### config.mk
export PLATFORM = sky130hd
export DESIGN_NAME = whack_top
export DESIGN_NICKNAME = d
export VERILOG_FILES = /design/src/whack_pkg.sv /design/src/game_fsm.sv /design/src/game_timer.sv /design/src/key_mapper.sv /design/src/mole_board.sv /design/src/setting_regs.sv /design/src/seven_seg_mux.sv /design/src/whack_top.sv
export SDC_FILE = /design/constraint.sdc
export NUM_CORES = 1
export LEC_CHECK = 0
export BUFFER_PORTS_ARGS = -buffer_cell sky130_fd_sc_hd__clkbuf_2
export CORE_ASPECT_RATIO = 0.9
export CORE_MARGIN = 3
export CORE_UTILIZATION = 65
export DETAILED_ROUTE_END_ITERATION = 6
export PLACE_DENSITY = 0.9
export SLEW_MARGIN = 20
export SYNTH_ARGS = -nofsm -noshare
export SYNTH_HDL_FRONTEND = slang
export SYNTH_SLANG_ARGS = --single-unit
### constraint.sdc
create_clock -name clk -period 10.1 [get_ports clk]
set_input_delay 1.01 -clock clk [delete_from_list [all_inputs] [get_ports clk]]
set_output_delay 1.01 -clock clk [all_outputs]
set_load 0.005 [all_outputs]
### src/whack_pkg.sv
package whack_pkg;

  typedef logic [8:0]  scan_code_t;   // {extended, byte}
  typedef logic [7:0]  bcd2_t;        // two bcd digits
  typedef logic [7:0]  count_t;
  typedef logic [15:0] led_t;
  typedef logic [15:0] nums_t;        // leftmost digit in [15:12]
  typedef logic [6:0]  seg_t;         // active low, {g,f,e,d,c,b,a}

  typedef enum logic [1:0] {INIT, SET, GAME, FINAL} game_state_t;
  typedef enum logic {SET_TIME, SET_GOAL} set_mode_t;

  typedef struct packed {
    logic       press;        // new make of a mapped key
    logic       digit_valid;  // low for space
    logic [3:0] digit;
  } key_evt_t;

  typedef struct packed {
    game_state_t state;
    logic        enter_set;
    logic        enter_game;
    logic        enter_final;
  } game_ctl_t;

  // main row 0-9 then keypad 0-9
  localparam scan_code_t KEY_CODES [20] = '{
    9'h045, 9'h016, 9'h01E, 9'h026, 9'h025,
    9'h02E, 9'h036, 9'h03D, 9'h03E, 9'h046,
    9'h070, 9'h069, 9'h072, 9'h07A, 9'h06B,
    9'h073, 9'h074, 9'h06C, 9'h075, 9'h07D
  };
  localparam scan_code_t SPACE_CODE = 9'h029;

  localparam int TICKS_PER_SEC = 64;   // short for simulation
  localparam int TICK_W        = $clog2(TICKS_PER_SEC);
  localparam int SCAN_CYCLES   = 4;
  localparam int SCAN_W        = $clog2(SCAN_CYCLES);

  localparam logic [8:0] MOLE_SEED    = 9'h160;
  localparam bcd2_t      DEFAULT_TIME = 8'h30;
  localparam bcd2_t      DEFAULT_GOAL = 8'h10;
  localparam count_t     FINAL_SECONDS = 8'd3;

  localparam seg_t SEG_TABLE [16] = '{
    7'b100_0000, 7'b111_1001, 7'b010_0100, 7'b011_0000,  // 0 1 2 3
    7'b001_1001, 7'b001_0010, 7'b000_0010, 7'b111_1000,  // 4 5 6 7
    7'b000_0000, 7'b001_0000,                            // 8 9
    7'b000_1000, 7'b000_0011, 7'b100_0110, 7'b010_0001,  // A b C d
    7'b011_1111,                                         // dash
    7'b111_1111                                          // blank
  };

  localparam nums_t BLANK_NUMS = 16'hFFFF;
  localparam nums_t WIN_NUMS   = 16'hABCD;
  localparam nums_t LOSE_NUMS  = 16'hEEEE;

endpackage

### src/game_fsm.sv
module game_fsm import whack_pkg::*; (
  input  logic      clk,
  input  logic      out_rst,
  input  logic      start,
  input  count_t    time_left,
  input  logic      goal_hit,
  input  logic      final_done,
  output game_ctl_t ctl,
  output logic      won
);

  game_state_t state;
  game_state_t next_state;
  logic        enter_set;
  logic        enter_game;
  logic        enter_final;
  logic        game_over;

  // countdown and score are reloaded during the entry cycle
  assign game_over = !enter_game && ((time_left == '0) || goal_hit);

  always_comb begin
    next_state = state;
    case (state)
      INIT:    if (start) next_state = SET;
      SET:     if (start) next_state = GAME;
      GAME:    if (game_over) next_state = FINAL;
      FINAL:   if (final_done) next_state = INIT;
      default: next_state = INIT;
    endcase
  end

  always_ff @(posedge clk or posedge out_rst) begin
    if (out_rst) begin
      state       <= INIT;
      enter_set   <= 1'b0;
      enter_game  <= 1'b0;
      enter_final <= 1'b0;
      won         <= 1'b0;
    end else begin
      state       <= next_state;
      enter_set   <= (state == INIT) && (next_state == SET);
      enter_game  <= (state == SET) && (next_state == GAME);
      enter_final <= (state == GAME) && (next_state == FINAL);
      if (state == GAME && game_over)
        won <= goal_hit;  // goal wins a tie with timeout
    end
  end

  assign ctl = '{state: state, enter_set: enter_set, enter_game: enter_game,
                 enter_final: enter_final};

endmodule

### src/game_timer.sv
module game_timer import whack_pkg::*; (
  input  logic      clk,
  input  logic      out_rst,
  input  game_ctl_t ctl,
  input  count_t    time_limit,
  output count_t    time_left,
  output logic      sec_tick,
  output logic      final_done
);

  logic [TICK_W-1:0] div;
  count_t            fin_cnt;
  logic              entering;

  assign entering = ctl.enter_set | ctl.enter_game | ctl.enter_final;

  // divider restarts on each state entry so the first second is full
  assign sec_tick   = (div == TICK_W'(TICKS_PER_SEC - 1)) && !entering;
  assign final_done = (ctl.state == FINAL) && (fin_cnt >= FINAL_SECONDS);

  always_ff @(posedge clk or posedge out_rst) begin
    if (out_rst)
      div <= '0;
    else if (entering || sec_tick)
      div <= '0;
    else
      div <= div + 1'b1;
  end

  always_ff @(posedge clk or posedge out_rst) begin
    if (out_rst) begin
      time_left <= '0;
    end else if (ctl.enter_game) begin
      time_left <= time_limit;
    end else if (ctl.state == GAME && sec_tick && time_left != '0) begin
      time_left <= time_left - 1'b1;
    end
  end

  // seconds spent showing the result
  always_ff @(posedge clk or posedge out_rst) begin
    if (out_rst)
      fin_cnt <= '0;
    else if (ctl.state != FINAL)
      fin_cnt <= '0;
    else if (sec_tick && !final_done)
      fin_cnt <= fin_cnt + 1'b1;
  end

endmodule

### src/key_mapper.sv
module key_mapper import whack_pkg::*; (
  input  logic       clk,
  input  logic       out_rst,
  input  logic       key_valid,
  input  scan_code_t key_code,
  input  logic       key_break,
  output key_evt_t   evt
);

  scan_code_t held_code;
  logic       held_valid;
  logic       is_digit;
  logic       is_space;
  logic [3:0] code_digit;
  logic       repeat_make;
  logic       new_make;

  // both digit rows map onto 0-9
  always_comb begin
    is_digit   = 1'b0;
    code_digit = 4'd0;
    for (int i = 0; i < $size(KEY_CODES); i++) begin
      if (key_code == KEY_CODES[i]) begin
        is_digit   = 1'b1;
        code_digit = 4'(i % 10);
      end
    end
  end

  assign is_space    = (key_code == SPACE_CODE);
  assign repeat_make = held_valid && (key_code == held_code);
  assign new_make    = key_valid && !key_break && !repeat_make;

  always_ff @(posedge clk or posedge out_rst) begin
    if (out_rst) begin
      held_code  <= '0;
      held_valid <= 1'b0;
    end else if (key_valid) begin
      if (key_break) begin
        if (repeat_make)
          held_valid <= 1'b0;  // matching release
      end else begin
        held_code  <= key_code;
        held_valid <= 1'b1;
      end
    end
  end

  always_ff @(posedge clk or posedge out_rst) begin
    if (out_rst) begin
      evt <= '0;
    end else begin
      evt.press       <= new_make && (is_digit || is_space);
      evt.digit_valid <= new_make && is_digit;
      if (new_make && is_digit)
        evt.digit <= code_digit;
      else
        evt.digit <= 4'hA;  // space marker
    end
  end

endmodule

### src/mole_board.sv
module mole_board import whack_pkg::*; (
  input  logic      clk,
  input  logic      out_rst,
  input  game_ctl_t ctl,
  input  logic      sec_tick,
  input  key_evt_t  evt,
  input  set_mode_t mode,
  input  count_t    goal,
  output led_t      led,
  output count_t    score,
  output logic      goal_hit
);

  logic [8:0] lfsr;
  logic [8:0] lfsr_next;
  logic [3:0] hit_idx;
  logic       hit;

  // same taps as the board version
  always_comb begin
    lfsr_next[8] = lfsr[0];
    lfsr_next[7] = lfsr[8];
    lfsr_next[6] = lfsr[7] ^ lfsr[0];
    lfsr_next[5] = lfsr[6] ^ lfsr[0];
    lfsr_next[4] = lfsr[5];
    lfsr_next[3] = lfsr[4] ^ lfsr[0];
    lfsr_next[2] = lfsr[3];
    lfsr_next[1] = lfsr[2];
    lfsr_next[0] = lfsr[1];
  end

  // key k hits led bit 16-k, only keys 1..9 can reach a mole
  assign hit_idx = 4'(5'd16 - 5'(evt.digit));
  assign hit = evt.press && evt.digit_valid && (evt.digit != 4'd0) &&
               (evt.digit <= 4'd9) && led[hit_idx];

  always_ff @(posedge clk or posedge out_rst) begin
    if (out_rst) begin
      lfsr  <= MOLE_SEED;
      led   <= '0;
      score <= '0;
    end else begin
      case (ctl.state)
        SET: begin
          led <= (mode == SET_TIME) ? 16'hFF00 : 16'h00FF;
        end
        GAME: begin
          if (ctl.enter_game) begin
            lfsr  <= MOLE_SEED;
            led   <= {MOLE_SEED, 7'b0};
            score <= '0;
          end else if (sec_tick) begin
            lfsr <= lfsr_next;
            led  <= {lfsr_next, 7'b0};  // new moles, old ones gone
          end else if (hit) begin
            led[hit_idx] <= 1'b0;
            score        <= score + 1'b1;
          end
        end
        default: led <= '0;
      endcase
    end
  end

  assign goal_hit = (ctl.state == GAME) && (score == goal);

endmodule

### src/setting_regs.sv
module setting_regs import whack_pkg::*; (
  input  logic      clk,
  input  logic      out_rst,
  input  game_ctl_t ctl,
  input  key_evt_t  evt,
  input  count_t    time_left,
  input  count_t    score,
  input  logic      won,
  output set_mode_t mode,
  output count_t    time_limit,
  output count_t    goal,
  output nums_t     nums
);

  bcd2_t time_bcd;
  bcd2_t goal_bcd;

  function automatic count_t to_bin(input bcd2_t b);
    return count_t'(b[7:4]) * 8'd10 + count_t'(b[3:0]);
  endfunction

  function automatic bcd2_t to_bcd(input count_t v);
    count_t tens;
    count_t ones;
    tens = v / 8'd10;
    ones = v % 8'd10;
    return {tens[3:0], ones[3:0]};
  endfunction

  always_ff @(posedge clk or posedge out_rst) begin
    if (out_rst) begin
      mode     <= SET_TIME;
      time_bcd <= DEFAULT_TIME;
      goal_bcd <= DEFAULT_GOAL;
    end else if (ctl.enter_set) begin
      mode     <= SET_TIME;
      time_bcd <= DEFAULT_TIME;
      goal_bcd <= DEFAULT_GOAL;
    end else if (ctl.state == SET && evt.press) begin
      if (!evt.digit_valid)
        mode <= (mode == SET_TIME) ? SET_GOAL : SET_TIME;
      else if (mode == SET_TIME)
        time_bcd <= {time_bcd[3:0], evt.digit};  // shift in from the right
      else
        goal_bcd <= {goal_bcd[3:0], evt.digit};
    end
  end

  assign time_limit = to_bin(time_bcd);
  assign goal       = to_bin(goal_bcd);

  always_comb begin
    case (ctl.state)
      SET:     nums = {time_bcd, goal_bcd};
      GAME:    nums = {to_bcd(time_left), to_bcd(score)};
      FINAL:   nums = won ? WIN_NUMS : LOSE_NUMS;
      default: nums = BLANK_NUMS;
    endcase
  end

endmodule

### src/seven_seg_mux.sv
module seven_seg_mux import whack_pkg::*; (
  input  logic       clk,
  input  logic       out_rst,
  input  nums_t      nums,
  output logic [3:0] digit,
  output seg_t       display
);

  logic [SCAN_W-1:0] scan_cnt;
  logic [1:0]        sel;      // 0 is the rightmost digit
  logic [3:0]        nibble;

  always_ff @(posedge clk or posedge out_rst) begin
    if (out_rst) begin
      scan_cnt <= '0;
      sel      <= 2'd0;
    end else if (scan_cnt == SCAN_W'(SCAN_CYCLES - 1)) begin
      scan_cnt <= '0;
      sel      <= sel + 2'd1;
    end else begin
      scan_cnt <= scan_cnt + 1'b1;
    end
  end

  assign nibble  = nums[4*sel +: 4];
  assign digit   = ~(4'b0001 << sel);  // active low select
  assign display = SEG_TABLE[nibble];

endmodule

### src/whack_top.sv
module whack_top import whack_pkg::*; (
  input  logic       clk,
  input  logic       out_rst,
  input  logic       start,
  input  logic       key_valid,
  input  scan_code_t key_code,
  input  logic       key_break,
  output led_t       led,
  output logic [3:0] digit,
  output seg_t       display
);

  game_ctl_t ctl;
  key_evt_t  evt;
  count_t    time_left;
  count_t    time_limit;
  count_t    goal;
  count_t    score;
  set_mode_t mode;
  nums_t     nums;
  logic      sec_tick;
  logic      final_done;
  logic      goal_hit;
  logic      won;

  game_fsm u_fsm (
    .clk(clk), .out_rst(out_rst), .start(start), .time_left(time_left),
    .goal_hit(goal_hit), .final_done(final_done), .ctl(ctl), .won(won)
  );

  game_timer u_timer (
    .clk(clk), .out_rst(out_rst), .ctl(ctl), .time_limit(time_limit),
    .time_left(time_left), .sec_tick(sec_tick), .final_done(final_done)
  );

  key_mapper u_keys (
    .clk(clk), .out_rst(out_rst), .key_valid(key_valid), .key_code(key_code),
    .key_break(key_break), .evt(evt)
  );

  setting_regs u_settings (
    .clk(clk), .out_rst(out_rst), .ctl(ctl), .evt(evt), .time_left(time_left),
    .score(score), .won(won), .mode(mode), .time_limit(time_limit),
    .goal(goal), .nums(nums)
  );

  mole_board u_moles (
    .clk(clk), .out_rst(out_rst), .ctl(ctl), .sec_tick(sec_tick), .evt(evt),
    .mode(mode), .goal(goal), .led(led), .score(score), .goal_hit(goal_hit)
  );

  seven_seg_mux u_seg (
    .clk(clk), .out_rst(out_rst), .nums(nums), .digit(digit), .display(display)
  );

endmodule
==> impl_summary.txt <==
----------------------------------------------------
[Power and ir drop]
  Share of power burned in combinational logic ... 0.458
  Worst IR Drop VDD ... 0.155 mV
  Clock share of power ... 0.217
  Internal power of the cells ... 0.918 mW
  Sequential Power Share ... 0.324
  Switching part of the total ... 0.425
  Static leakage ... 3.46 nW
  Pwr/cell area ... 201 nW/um^2
  Sw Pwr ... 0.678 mW

[Timing]
  Transition at the pin with the smallest max-transition slack ... 0.969 ns
  Clock skew ... 0.00909 ns
  Least setup slack across all paths after layout ... 5.12 ns
  Worst slew margin relative to its limit ... 0.354
  Total count of hold-check failures in the final report ... 0
  Number of setup violations in the final report ... 0
  Sum of negative setup slack ... 0 ns
  RSZ-0062 raised after global routing ... false
  Final worst-path cycle share ... 0.493
  Hold Slack ... 0.431 ns
  Minimum clock period after layout ... 4.98 ns
  Pins Over Slew Limit ... 0
  Max frequency ... 201 MHz

[Yosys]
  Post-synthesis sequential element count ... 98
  Cell taking the most area after synthesis ... sky130_fd_sc_hd__dfrtp_1
  Post-Synthesis Cells ... between 800 and 900
  Share of synthesized registers carrying an async set or reset ... 1.00
  Count of warnings emitted by yosys ... 0
  Synthesized area per cell ... around 8.6 sq um
  Syn Std Cell Area ... 7480 sq um
  Synth area leaders ... sky130_fd_sc_hd__dfrtp_1 (31%), sky130_fd_sc_hd__ha_1 (7.0%), sky130_fd_sc_hd__nand2_1 (5.9%), sky130_fd_sc_hd__a21oi_1 (4.5%), sky130_fd_sc_hd__xnor2_1 (4.3%)
  Post-synth top area share ... 0.308
  Sequential area share after synthesis ... 0.329
  Prevailing post-synth register cell ... sky130_fd_sc_hd__dfrtp_1
  Post-Synthesis Net Count ... 933
  Number of flops mapped to enable cells by yosys ... 0
  Synth cell types ... 86

[Critical path]
  Data required time of the worst path ... 9.09 ns
  Maximum fanout along the worst path ... 12
  Startpoint-to-endpoint class of the critical path ... flop to primary output
  CP startpoint kind ... flop
  Arrival time of the worst setup path ... slightly below 4 ns
  Kind of capture point of the worst setup path ... primary output
  Flop2flop setup slack ... 6.34 ns

[CTS]
  Hold buffers post-CTS ... 0
  Root buf cell ... sky130_fd_sc_hd__clkbuf_16
  H-tree depth ... 3
  Total clock buffers created by CTS ... 9
  Clock insertion delay at the later pin of the skew report ... 0.35 ns
  CTS sink count ... 98
  Postcts setup bufs ... 0
  CTS resizes ... 0
  Buffers from clock root to sink, at most ... 2
  Register clock-pin slew on the reported worst setup and hold paths ... 0.07 ns
  CTS tree ... yes

[Floorplanning]
  Die area ... approximately 13000 sq um
  Core Footprint ... between 10000 and 15000 sq um
  Initial standard-cell utilization of the core ... 0.678
  Die span in x ... 119 um
  Ports placed on the boundary ... 41
  Die Height ... 108 um
  FP Rows ... 36

[Cells and area]
  Layout cell share with drive strength beyond 1 ... 0.124
  Layout fillers ... 807
  Most frequent standard cell in the layout excluding fill and tap cells ... sky130_fd_sc_hd__nand2_1
  Final layout net count ... 934
  Diodes inserted ... 0
  Synthesis-to-finish area growth ... 6.27%
  Final design utilization ... 0.720
  Most frequent cells in the layout ... sky130_fd_sc_hd__nand2_1 (117), sky130_fd_sc_hd__dfrtp_1 (92), sky130_fd_sc_hd__a21oi_1 (67)

[Min path]
  Worst min-delay path class ... flop to flop

[Routing]
  Total number of vias ... 6424
  Total Wirelength ... 17.2 mm
  First DRT Iteration DRCs ... 591
  Average wire per cell in the routed design ... 16.7 um
  DR vias/cell ... 6.23
  Number of detailed-routing iterations run before antenna repair ... 5
  Remaining DRCs ... 0
  Final antenna-violating net count ... 0

[Global route]
  Number of global-route vias before repair ... 6010
  Number of antenna violations at the first check in global routing ... 0
  Largest net degree at the start of global routing ... 72
  Total grt overflow ... 0
  Wire length of the first global-routing pass ... 29.1 mm
  GR Util All Layers ... 0.276

[Status]
  Outcome ... completed

[Placed design]
  Pre-CTS setup slack ... 5.53 ns
  Number of port buffers ... 40
  Post-DP HPWL ... 12.1 mm
  Global placer's final weighted congestion ... 0.882

[Flow run]
  Max-capacitance violation count ... 0

----------------------------------------------------
[final timing paths]
path | start | endpoint | cells after the start
worst max-delay path | u_timer.time_left[5] | display[4] | 14
worst min-delay path | u_seg.scan_cnt[0] | u_seg.scan_cnt[0] | 1
worst max register to register | u_keys.evt[0] | u_moles.led[5] | 11
worst min register to register | u_seg.scan_cnt[0] | u_seg.scan_cnt[0] | 1
max in group asynchronous | out_rst | u_fsm.won | 3
min in group asynchronous | out_rst | u_keys.held_code[6] | 2
[power by group through the flow]
| stage | registers, mW | clock network, mW | logic [mW] |
|---|---|---|---|
| 2_1_floorplan | 0.480 | 0 | 0.602 |
| 6_report | 0.518 | 0.347 | 0.731 |
| 5_1_grt | 0.527 | 0.369 | 0.813 |
| 4_1_cts | 0.516 | 0.355 | 0.725 |
| 3_3_place_gp | 0.521 | 0 | 0.696 |
| 3_5_place_dp | 0.523 | 0 | 0.718 |
[final cells by class]
cell class | instances | area (sq um) | area share
Inverter | 38 | 145 | 0.0183
Clock inverter | 7 | 76.3 | 0.00960
Tap cell | 152 | 190 | 0.0239
Timing Repair Buffer | 44 | 230 | 0.0290
Clock buffer | 9 | 225 | 0.0283
Multi-Input combinational cell | 683 | 4620 | 0.581
Sequential cell | 98 | 2460 | 0.309
[logic make-up (layout without fill, tap and decap cells)]
logic type      after synthesis  count (layout)  synth area share
flops                        98              98             0.329
compound gates              226             226             0.206
mux                          29              29            0.0477
xor+xnor                     58              58            0.0689
buf+inv                      92              98            0.0532
fa+ha+maj                    47              47            0.0825
simple gates                323             323             0.213
[synth_stat cells, drive strengths merged (3+ instances only)]
| master | number |
|---|---|
| nand2 | 117 |
| dfrtp | 92 |
| a21oi | 69 |
| nor2 | 55 |
| o21ai | 52 |
| ha | 42 |
| inv | 37 |
| xnor2 | 37 |
| clkbuf | 33 |
| nand3 | 27 |
| buf | 21 |
| xor2 | 21 |
| and2 | 19 |
| nor2b | 17 |
| nor3 | 16 |
| o22ai | 16 |
| nand2b | 15 |
| mux2 | 13 |
| mux2i | 12 |
| nand4 | 11 |
| and3 | 10 |
| nor4 | 9 |
| a211oi | 8 |
| a22oi | 8 |
| or3 | 8 |
| a21boi | 6 |
| a21o | 6 |
| dfstp | 6 |
| a31oi | 5 |
| o211ai | 5 |
| o31ai | 5 |
| a211o | 4 |
| a22o | 4 |
| fa | 4 |
| mux4 | 4 |
| nand3b | 4 |
| o2111ai | 4 |
| o31a | 4 |
| or2 | 4 |
| a221oi | 3 |
| and3b | 3 |
| nor3b | 3 |
| o21a | 3 |
| o21bai | 3 |
| o311a | 3 |
[state kept, by name, summed over array words and instances (netlist names)]
signal,flops
u_seg.scan_cnt,2
u_fsm.enter_final,1
u_timer.div,6
u_keys.evt,6
u_settings.mode,1
u_timer.time_left,8
u_keys.held_code,9
u_fsm.won,1
u_moles.led,16
u_timer.fin_cnt,8
u_fsm.state,2
u_moles.score,8
u_keys.held_valid,1
u_fsm.enter_game,1
u_settings.goal_bcd,8
u_seg.sel,2
u_settings.time_bcd,8
u_fsm.enter_set,1
u_moles.lfsr,9
[stage by stage]
step / cell area [sq um] / power [mW] / std cells
3_5_place_dp: 7650 / 1.24 / 1015
6_report: 7950 / 1.60 / 1031
5_1_grt: 7950 / 1.71 / 1031
3_3_place_gp: 7650 / 1.22 / 1015
4_1_cts: 7950 / 1.60 / 1031
2_1_floorplan: 7480 / 1.08 / 873
[worst max-delay path, stage by stage (launching register included)]
cell	delay (ns)
sky130_fd_sc_hd__dfrtp_1	0.59
sky130_fd_sc_hd__nor2b_2	0.37
sky130_fd_sc_hd__a22o_1	0.24
sky130_fd_sc_hd__o32ai_4	0.11
sky130_fd_sc_hd__maj3_2	0.35
sky130_fd_sc_hd__a21oi_4	0.21
sky130_fd_sc_hd__xnor2_1	0.14
sky130_fd_sc_hd__a21oi_1	0.08
sky130_fd_sc_hd__a311oi_1	0.64
sky130_fd_sc_hd__inv_1	0.19
sky130_fd_sc_hd__ha_1	0.25
sky130_fd_sc_hd__inv_1	0.05
sky130_fd_sc_hd__a21oi_1	0.05
sky130_fd_sc_hd__a22oi_1	0.21
sky130_fd_sc_hd__clkbuf_2	0.14
[metal layers]
metal	wire length (um)	track usage
met1	7630	0.380
met2	8140	0.448
met3	1090	0.0483
met4	306	0.0835
met5	0	0
Note: power is estimated with default switching activity, not from simulation.
